File: config.mk
export PLATFORM = sky130hd
export DESIGN_NAME = rp_frontend_top
export DESIGN_NICKNAME = d
export VERILOG_FILES = /design/src/rp_frontend_pkg.sv /design/src/adc_capture.sv /design/src/linear_calib.sv /design/src/dac_format.sv /design/src/rp_frontend_top.sv
export VERILOG_INCLUDE_DIRS = /design/src
export SDC_FILE = /design/constraint.sdc
export NUM_CORES = 2
export LEC_CHECK = 0
export BUFFER_PORTS_ARGS = -buffer_cell sky130_fd_sc_hd__clkbuf_2
export CAP_MARGIN = 20
export CORE_MARGIN = 3
export CORE_UTILIZATION = 45
export DETAILED_ROUTE_END_ITERATION = 8
export HOLD_SLACK_MARGIN = 0.02
export SLEW_MARGIN = 20
export SYNTH_ARGS = -nofsm -noshare
export SYNTH_HDL_FRONTEND = slang
export SYNTH_SLANG_ARGS = --single-unit
File: constraint.sdc
create_clock -name adc_clk -period 6.3 [get_ports adc_clk]
set_input_delay 0 -clock adc_clk [delete_from_list [all_inputs] [get_ports adc_clk]]
set_output_delay 0 -clock adc_clk [all_outputs]
set_load 0.01 [all_outputs]
File: src/rp_frontend_config.svh
// front end sizing constants, included by the package and by every RTL file
`ifndef RP_FRONTEND_CONFIG_SVH
`define RP_FRONTEND_CONFIG_SVH

////////////////////
// sample format
////////////////////

// converter and generator sample width
`define RP_SMP_W 14

// number of analog channels
`define RP_CHANNELS 2

////////////////////
// calibration
////////////////////

// gain word width, signed
`define RP_MUL_W 16
// gain fraction bits, 1 << RP_MUL_FRAC is unity
`define RP_MUL_FRAC 14

`endif

File: src/rp_frontend_pkg.sv
// shared sample, gain, pin and code types plus the path mode enum for the front end
`default_nettype none

`include "rp_frontend_config.svh"

package rp_frontend_pkg;

  ////////////////////
  // data types
  ////////////////////

  // signed sample, -8192..8191 at 14 bits
  typedef logic signed [`RP_SMP_W-1:0] smp_t;

  // signed calibration gain
  typedef logic signed [`RP_MUL_W-1:0] mul_t;

  // raw converter word, bits 15:2 of the ADC bus
  typedef logic [`RP_SMP_W-1:0] adc_pin_t;

  // inverted offset-binary DAC code
  typedef logic [`RP_SMP_W-1:0] dac_code_t;

  ////////////////////
  // control
  ////////////////////

  // acquire source select
  typedef enum logic {
    PATH_ADC  = 1'b0,
    PATH_LOOP = 1'b1
  } path_mode_e;

endpackage : rp_frontend_pkg

`default_nettype wire

File: src/adc_capture.sv
// first acquire stage, registers the raw ADC word as a signed sample and applies loopback
`default_nettype none
`timescale 1ns/100ps

`include "rp_frontend_config.svh"

module adc_capture
  import rp_frontend_pkg::*;
(
  input  wire logic       adc_clk,
  input  wire logic       top_rst,
  // raw converter word
  input  wire adc_pin_t   pin_i,
  // calibrated generator stream
  input  wire smp_t       loop_i,
  // source select
  input  wire path_mode_e mode_i,
  // to acquire calibration
  output smp_t            smp_o
);

  // converted pin word, one cycle after the pins
  smp_t raw_q;

  ////////////////////
  // input register
  ////////////////////

  // msb kept, lower bits inverted gives two's complement
  always_ff @(posedge adc_clk, posedge top_rst) begin
    if (top_rst) begin
      raw_q <= '0;
    end else begin
      raw_q <= {pin_i[`RP_SMP_W-1], ~pin_i[`RP_SMP_W-2:0]};
    end
  end

  ////////////////////
  // loopback mux
  ////////////////////

  // combinational, no extra cycle in loopback
  always_comb begin
    case (mode_i)
      PATH_LOOP: smp_o = loop_i;
      default:   smp_o = raw_q;
    endcase
  end

  // an unknown select would corrupt the whole acquire pipeline downstream
  a_mode_known : assert property (
    @(posedge adc_clk) disable iff (top_rst) !$isunknown(mode_i)
  );

endmodule : adc_capture

`default_nettype wire

File: src/linear_calib.sv
// two-stage gain and offset pipeline with saturation, one instance per path and channel
`default_nettype none
`timescale 1ns/100ps

`include "rp_frontend_config.svh"

module linear_calib
  import rp_frontend_pkg::*;
(
  input  wire logic adc_clk,
  input  wire logic top_rst,
  // sample in
  input  wire smp_t smp_i,
  // gain, unity at 1 << RP_MUL_FRAC
  input  wire mul_t mul_i,
  // offset
  input  wire smp_t sum_i,
  // calibrated sample, two cycles later
  output smp_t      smp_o
);

  // full product width
  localparam int PROD_W = $bits(smp_t) + $bits(mul_t);
  // one guard bit for the offset add
  localparam int SUM_W = PROD_W + 1;

  // saturation bounds, widened to the sum
  localparam logic signed [SUM_W-1:0] SAT_MAX = SUM_W'(2 ** (`RP_SMP_W - 1) - 1);
  localparam logic signed [SUM_W-1:0] SAT_MIN = ~SAT_MAX;

  // stage one
  logic signed [PROD_W-1:0] prod_q;
  smp_t                     sum_q;

  // stage two, combinational part
  logic signed [PROD_W-1:0] shift_w;
  logic signed [SUM_W-1:0]  add_w;
  smp_t                     sat_w;

  // stage two register
  smp_t                     out_q;

  ////////////////////
  // stage one
  ////////////////////

  // offset travels with its product
  always_ff @(posedge adc_clk, posedge top_rst) begin
    if (top_rst) begin
      prod_q <= '0;
      sum_q  <= '0;
    end else begin
      prod_q <= smp_i * mul_i;
      sum_q  <= sum_i;
    end
  end

  ////////////////////
  // stage two
  ////////////////////

  // arithmetic shift floors negative products
  assign shift_w = prod_q >>> `RP_MUL_FRAC;
  assign add_w   = SUM_W'(shift_w) + SUM_W'(sum_q);

  // clamp to the sample range
  always_comb begin
    if (add_w > SAT_MAX) begin
      sat_w = smp_t'(SAT_MAX);
    end else if (add_w < SAT_MIN) begin
      sat_w = smp_t'(SAT_MIN);
    end else begin
      sat_w = smp_t'(add_w);
    end
  end

  always_ff @(posedge adc_clk, posedge top_rst) begin
    if (top_rst) begin
      out_q <= '0;
    end else begin
      out_q <= sat_w;
    end
  end

  assign smp_o = out_q;

  // in-range sums must pass through the clamp unchanged
  a_no_false_clip : assert property (
    @(posedge adc_clk) disable iff (top_rst)
    (add_w <= SAT_MAX && add_w >= SAT_MIN) |=> (SUM_W'(smp_o) == $past(add_w))
  );

endmodule : linear_calib

`default_nettype wire

File: src/dac_format.sv
// last generate stage, registers the calibrated sample as an inverted offset-binary DAC code
`default_nettype none
`timescale 1ns/100ps

`include "rp_frontend_config.svh"

module dac_format
  import rp_frontend_pkg::*;
(
  input  wire logic  adc_clk,
  input  wire logic  top_rst,
  // calibrated generator sample
  input  wire smp_t  smp_i,
  // code to the converter pins
  output dac_code_t  code_o
);

  // code of a zero sample, 8191 at 14 bits
  localparam dac_code_t DAC_ZERO = {1'b0, {(`RP_SMP_W-1){1'b1}}};

  // output register
  dac_code_t code_q;

  ////////////////////
  // format and register
  ////////////////////

  // sign kept, magnitude bits inverted
  // falling code for rising sample, matches the board's inverting output stage
  always_ff @(posedge adc_clk, posedge top_rst) begin
    if (top_rst) begin
      code_q <= DAC_ZERO;
    end else begin
      code_q <= {smp_i[`RP_SMP_W-1], ~smp_i[`RP_SMP_W-2:0]};
    end
  end

  assign code_o = code_q;

  // pins never see X once out of reset
  a_code_known : assert property (
    @(posedge adc_clk) disable iff (top_rst) !$isunknown(code_o)
  );

endmodule : dac_format

`default_nettype wire

File: src/rp_frontend_top.sv
// front end top level, per channel capture, two calibrations, DAC format and loopback
`default_nettype none
`timescale 1ns/100ps

`include "rp_frontend_config.svh"

module rp_frontend_top
  import rp_frontend_pkg::*;
(
  input  wire logic                          adc_clk,
  input  wire logic                          top_rst,
  // ADC pins
  input  wire adc_pin_t  [`RP_CHANNELS-1:0]  adc_dat_i,
  // generator samples
  input  wire smp_t      [`RP_CHANNELS-1:0]  asg_i,
  // loopback select, shared by all channels
  input  wire path_mode_e                    path_mode_i,
  // acquire calibration
  input  wire mul_t      [`RP_CHANNELS-1:0]  adc_mul_i,
  input  wire smp_t      [`RP_CHANNELS-1:0]  adc_sum_i,
  // generate calibration
  input  wire mul_t      [`RP_CHANNELS-1:0]  dac_mul_i,
  input  wire smp_t      [`RP_CHANNELS-1:0]  dac_sum_i,
  // calibrated acquire samples
  output smp_t           [`RP_CHANNELS-1:0]  osc_o,
  // DAC codes, channels in parallel
  output dac_code_t      [`RP_CHANNELS-1:0]  dac_dat_o
);

  ////////////////////
  // per channel
  ////////////////////

  for (genvar ch = 0; ch < `RP_CHANNELS; ch++) begin : gen_ch

    // capture output, into acquire calibration
    smp_t adc_smp;
    // calibrated generator stream, to DAC and loopback
    smp_t gen_smp;

    // acquire path
    // pins to sample, 1 cycle
    adc_capture i_capture (
      .adc_clk (adc_clk),
      .top_rst (top_rst),
      .pin_i   (adc_dat_i[ch]),
      .loop_i  (gen_smp),
      .mode_i  (path_mode_i),
      .smp_o   (adc_smp)
    );

    // 2 cycles, 3 from the pins
    linear_calib i_calib_adc (
      .adc_clk (adc_clk),
      .top_rst (top_rst),
      .smp_i   (adc_smp),
      .mul_i   (adc_mul_i[ch]),
      .sum_i   (adc_sum_i[ch]),
      .smp_o   (osc_o[ch])
    );

    // generate path
    // 2 cycles
    linear_calib i_calib_dac (
      .adc_clk (adc_clk),
      .top_rst (top_rst),
      .smp_i   (asg_i[ch]),
      .mul_i   (dac_mul_i[ch]),
      .sum_i   (dac_sum_i[ch]),
      .smp_o   (gen_smp)
    );

    // 1 cycle, 3 from asg_i
    dac_format i_format (
      .adc_clk (adc_clk),
      .top_rst (top_rst),
      .smp_i   (gen_smp),
      .code_o  (dac_dat_o[ch])
    );

  end : gen_ch

endmodule : rp_frontend_top

`default_nettype wire

## After elaboration in Yosys (flattened, before gate mapping)

Index checks and enable logic that the tools add are counted.

- $add $sub $neg: 4
- Multiply operators: 4
- Order comparisons: 8
- Muxes and demuxes: 10
- Bitwise operators: 4

Operators with widths:

| kind | number |
|---|---|
| $mux 14 | 10 |
| $gt 31x14->1 const B | 4 |
| $lt 31x14->1 const B | 4 |
| $mul 14x16->30 | 4 |
| $add 16x14->17 | 4 |
| $not 13->13 | 4 |

- Register bits: 288
- Input port bits: 179
- Output and inout port bits: 56
- Logic and storage cells: 46

## Depth between registers and ports, before layout

- Depth after elaboration: 4
- Mapped depth: 26
- Depth with buffers taken out: 24

## By module

From an unflattened synthesis, not the netlist that was laid out.

- Cell total of the unflattened synthesis: 4223
- Area total of the unflattened synthesis: 41725.0 µm²

By module, submodules not included:

| module | instances | cells an instance | area each (µm²) | seq. area each (µm²) |
|---|---|---|---|---|
| linear_calib at gen_ch[0].i_calib_dac ... | 2 | 1016 | 9959.6 | 1101.1 |
| linear_calib at gen_ch[1].i_calib_dac | 1 | 1025 | 9943.3 | 1101.1 |
| linear_calib at gen_ch[0].i_calib_adc | 1 | 1024 | 9880.7 | 1101.1 |
| adc_capture | 2 | 43 | 571.8 | 350.3 |
| dac_format | 2 | 28 | 419.2 | 366.6 |

## Worst setup path before layout

OpenSTA, ideal clock, no wires.

- Path type: input to register
- From: input path_mode_i
- To: register gen_ch[1].i_calib_adc.prod_q[26]
- Library setup time: 136 ps
- Arrival time: 6331 ps
- Data required time: 6164 ps
- Path slack: -167 ps
- Stages on the path: 24
- Buffers on the path: 3
- Cell sequence: buf_6 > clkbuf_1 > mux2i_1 > clkbuf_1 > nor2b_1 > fa_1 > inv_1 > fa_1 > inv_1 > fa_1 > fa_1 > fa_1 > inv_1 > fa_1 > inv_1 > ha_1 > a21o_1 > or3_1 > o311ai_1 > o21ai_1 > o31ai_1 > nor2_1 > o31ai_1 > a21oi_1

- Cells in the longest elaborated chain, start to end: 2

Ends and longest elaborated chain:

| element | line | source |
|---|---|---|
| start: declaration | rp_frontend_top.sv:17 | `input wire path_mode_e path_mode_i,` |
| $mux 14 | adc_capture.sv:44 | `case (mode_i)` |
| $mul 14x16->30 | linear_calib.sv:53 | `prod_q <= smp_i * mul_i;` |
| end signal: assignment | linear_calib.sv:53 |  |
| end: declaration | linear_calib.sv:32 | `logic signed [PROD_W-1:0] prod_q;` |

Every way passes these cells.

## Worst setup path in the final report

- From: register gen_ch[1].i_calib_dac.out_q[2]
- To: register gen_ch[1].i_calib_adc.prod_q[24]

- Cells in the longest elaborated chain, start to end: 2

Ends and longest elaborated chain:

| element | line | source |
|---|---|---|
| start: declaration | linear_calib.sv:41 | `smp_t out_q;` |
| start signal: assignment | linear_calib.sv:81 | `out_q <= sat_w;` |
| $mux 14 | adc_capture.sv:44 |  |
| $mul 14x16->30 | linear_calib.sv:53 |  |

Every way passes these cells.

==> impl_metrics.csv <==
group,metric,value,unit
outcome,status,"complete, no violations",
global_routing,gr-total-overflow,0,
clock_tree,cts_buffers,30,
cells_and_area,fillerInstances,8635,
clock_tree,cts.reportedPaths.clkPinSlew,0.06,ns
worst_setup_path,critPathCaptureType,"flip-flop",
yosys,synth_nets,5707,
yosys,synth_top_area_share,41.6,%
routing,firstDrtPassIters,5,
cells_and_area,final_net_count,6059,
global_routing,wire_length_of_the_first_global_routing_pass,169000,um
yosys,syn_avg_cell_area,9.76,sq um
routing,postRouteAntennaNets,0,
yosys,ys_warnings,0,
routing,detailroute.via_count,28928,
sta,rsz0062_at_grt,"yes",
cells_and_area,layout-drive-gt1-share,11.2,%
global_routing,grt_antenna_before_repair,12,
die,floorplan.initialDensity,45.7,%
sta,timing.final.crit_period,6.12,ns
die,die_h,312,um
worst_setup_path,startpoint_type,"flip-flop",
clock_tree,clock-sinks,232,
yosys,synthesized_instance_count,4316,
sta,final-setup-viol-count,0,
clock_tree,cts.htree.levels,1,
yosys,ys_top_cells_by_area,"sky130_fd_sc_hd__fa_1, sky130_fd_sc_hd__dfrtp_1, sky130_fd_sc_hd__ha_1",
die,floorplan.die.width,312,um
sta,achievable-frequency,163,MHz
die,fp.dieArea,97300,sq um
die,core_region_area,92200,sq um
sta,clock-skew-final,0.0352,ns
routing,drt-total-wl,103000,um
sta,report.final.slew_viol_count,0,
die,io-pin-count,235,
worst_setup_path,critical_path_class,"reg2reg",
sta,maxSlewHeadroom,39.2,%
sta,worst_slew_pin_slew,0.909,ns
yosys,seq_area_frac_synth,13.9,%
worst_setup_path,crit_path_max_fanout,6,
yosys,synth_cell_type_count,93,
cells_and_area,final_common_cell,"sky130_fd_sc_hd__inv_1",
sta,period_share,97.1,%
hold_path,holdCritStartpoint,"adc_sum_i[24]",
sta,hold_viol_final,0,
worst_setup_path,data_arrival_time_of_the_critical_path,6.61,ns
yosys,flip_flop_cell_with_the_highest_count_after_synthesis,"sky130_fd_sc_hd__dfrtp_1",
place,port-buffer-count,234,
routing,via_per_inst,4.87,
worst_setup_path,worst_ep_required_time,6.79,ns
worst_setup_path,r2r_slack,0.18,ns
global_routing,grt_pass1_vias,31488,
place,dpl_cell_area,45400,sq um
global_routing,grt_max_degree,147,
hold_path,hold_class,"in2reg",
global_routing,grt_util_all_layers,21.7,%
cells_and_area,area_growth,12.6,%
yosys,synth_enable_flop_cells,0,
yosys,yosys.area.top_type,"sky130_fd_sc_hd__fa_1",
yosys,synth.ff_latch_count,232,
worst_setup_path,worst-r2r-cell-count,22,
clock_tree,worst_skew_pair.late_latency,0.58,ns
clock_tree,clock-root-buffer,"sky130_fd_sc_hd__clkbuf_16",
hold_path,worstHoldPathCells,2,
clock_tree,clock_tree_from_tritoncts,"yes",
cells_and_area,multi_input_area,31900,sq um
place,place_hpwl,87000,um
cells_and_area,final-seq-area,5840,sq um
worst_setup_path,rr_startpoint,"gen_ch[1].i_calib_dac.smp_o[2]",
yosys,asyncSetResetFlopFracSynth,100,%
place,finalWeightedCongestion,0.855,
clock_tree,cts_buffer_depth,3,
cells_and_area,most-common-layout-cells,"sky130_fd_sc_hd__inv_1, sky130_fd_sc_hd__fa_1, sky130_fd_sc_hd__nand2_1",
routing,detail_route.drc_violations,0,
place,numPlacedInstances,5794,
job,max_cap_violations,0,
routing,drt_iter0_markers,1511,
cells_and_area,fin_area,47400,sq um
cells_and_area,finish.cell_count_without_fillers,5941,
worst_setup_path,worst_setup_path_startpoint,"gen_ch[1].i_calib_dac.smp_o[2]",
die,rows,111,
routing,route.detailed.wl_per_inst,17.3,um
yosys,area_of_the_mapped_netlist,42100,sq um
## critical path, stage by stage, from the launching register on
cell and delay, ns:
sky130_fd_sc_hd__dfrtp_1 0.38, sky130_fd_sc_hd__mux2i_1 0.13, sky130_fd_sc_hd__buf_4 0.18, sky130_fd_sc_hd__nor2b_1 0.07
sky130_fd_sc_hd__fa_1 0.53, sky130_fd_sc_hd__inv_1 0.05, sky130_fd_sc_hd__fa_1 0.48, sky130_fd_sc_hd__inv_1 0.05
sky130_fd_sc_hd__fa_1 0.48, sky130_fd_sc_hd__fa_1 0.50, sky130_fd_sc_hd__fa_1 0.49, sky130_fd_sc_hd__inv_1 0.05
sky130_fd_sc_hd__fa_1 0.47, sky130_fd_sc_hd__inv_1 0.04, sky130_fd_sc_hd__ha_1 0.28, sky130_fd_sc_hd__a21o_1 0.21
sky130_fd_sc_hd__or3_1 0.39, sky130_fd_sc_hd__o311ai_2 0.28, sky130_fd_sc_hd__o21ai_2 0.16, sky130_fd_sc_hd__o311ai_1 0.35
sky130_fd_sc_hd__a21boi_1 0.15, sky130_fd_sc_hd__a21oi_1 0.19, sky130_fd_sc_hd__xnor2_1 0.13
## worst paths after layout
path                                                     to
max                        gen_ch[1].i_calib_adc.prod_q[24]
min reg2reg                    gen_ch[1].i_format.code_o[3]
max reg2reg                gen_ch[1].i_calib_adc.prod_q[24]
max in group asynchronous      gen_ch[0].i_format.code_o[3]
min                         gen_ch[1].i_calib_adc.sum_q[10]
min in group asynchronous  gen_ch[1].i_calib_adc.prod_q[18]
## synthesized netlist by cell type (11+ instances only)
library cell / count
sky130_fd_sc_hd__nor2b_1: 154
sky130_fd_sc_hd__dfstp_2: 26
sky130_fd_sc_hd__a21o_1: 85
sky130_fd_sc_hd__o21ai_1: 11
sky130_fd_sc_hd__nor3_1: 25
sky130_fd_sc_hd__dfrtp_1: 206
sky130_fd_sc_hd__nand3_1: 26
sky130_fd_sc_hd__o21bai_1: 18
sky130_fd_sc_hd__nand2_1: 424
sky130_fd_sc_hd__mux2_2: 15
sky130_fd_sc_hd__fa_1: 876
sky130_fd_sc_hd__inv_1: 1050
sky130_fd_sc_hd__o21ai_2: 11
sky130_fd_sc_hd__ha_1: 336
sky130_fd_sc_hd__a211oi_1: 14
sky130_fd_sc_hd__nor2_1: 119
sky130_fd_sc_hd__and2_1: 273
sky130_fd_sc_hd__nand4_1: 11
sky130_fd_sc_hd__mux2i_1: 14
sky130_fd_sc_hd__xor2_1: 39
sky130_fd_sc_hd__or2_2: 11
sky130_fd_sc_hd__a21oi_1: 86
sky130_fd_sc_hd__xnor2_1: 107
sky130_fd_sc_hd__o21a_1: 18
sky130_fd_sc_hd__o21ai_0: 49
sky130_fd_sc_hd__clkbuf_1: 124
sky130_fd_sc_hd__a31oi_1: 15
sky130_fd_sc_hd__nand2b_1: 42
## state kept, by name, summed over array words and instances (netlist names)
signal / cells
gen_ch.i_calib_dac.sum_q: 28
gen_ch.i_calib_adc.sum_q: 28
gen_ch.i_capture.raw_q: 28
gen_ch.i_format.code_o: 28
gen_ch.i_calib_dac.prod_q: 32
gen_ch.i_calib_dac.smp_o: 28
gen_ch.i_calib_adc.smp_o: 28
gen_ch.i_calib_adc.prod_q: 32
## layer usage
layer  track usage, %  vias up  part of all wire (%)
met5                0        -                 0.046
met4             3.19        8                   1.5
met3             3.28      102                   5.2
met2             35.1      639                    46
met1             31.7    14602                    47
li1                 -    13577                     -
## cell families after synthesis
logic type | count (synthesis) | share of synthesized area, %
DFF | 232 | 13.9
adders and majority gates | 1212 | 51.6
muxes | 30 | 0.787
buffers and inverters | 1183 | 10.6
AOI/OAI and AO/OA | 383 | 6.51
and+or+nand+nor | 1129 | 13.5
xor gates and xnor gates | 147 | 3.08
## metrics by stage
step	setup slack [ns]	hold slack [ns]	TNS, ns	util, %
5_1_grt	-0.0279	0.0674	-0.0595	51.4
2_1_floorplan	0.0149	0.0314	0	-
3_3_place_gp	0.117	0.109	0	49.2
4_1_cts	0.111	0.0489	0	51.3
6_report	0.182	0.0753	0	51.4
3_5_place_dp	0.0955	0.110	0	49.2
## final cells by class
cell class | instances | share of cell area (%)
antenna | 6 | 0.0317
timing repair buffer | 453 | 6.55
clock buffer | 39 | 1.70
multi-input combinational | 2901 | 67.3
inverter | 1050 | 8.32
tap | 1243 | 3.28
sequential | 232 | 12.3
clock inverter | 17 | 0.499
## timing repair
action / 4_1_cts / 5_1_grt
endpoints found under the hold margin: 126 / 0
resized for setup: 0 / 23
hold buffers: 85 / 0
endpoints found under the setup margin: 0 / 9
setup buffers: 0 / 0
Power is left out: the tool's default activity adds up to more than one toggle a clock period on the data nets, which glitch-free logic cannot reach.
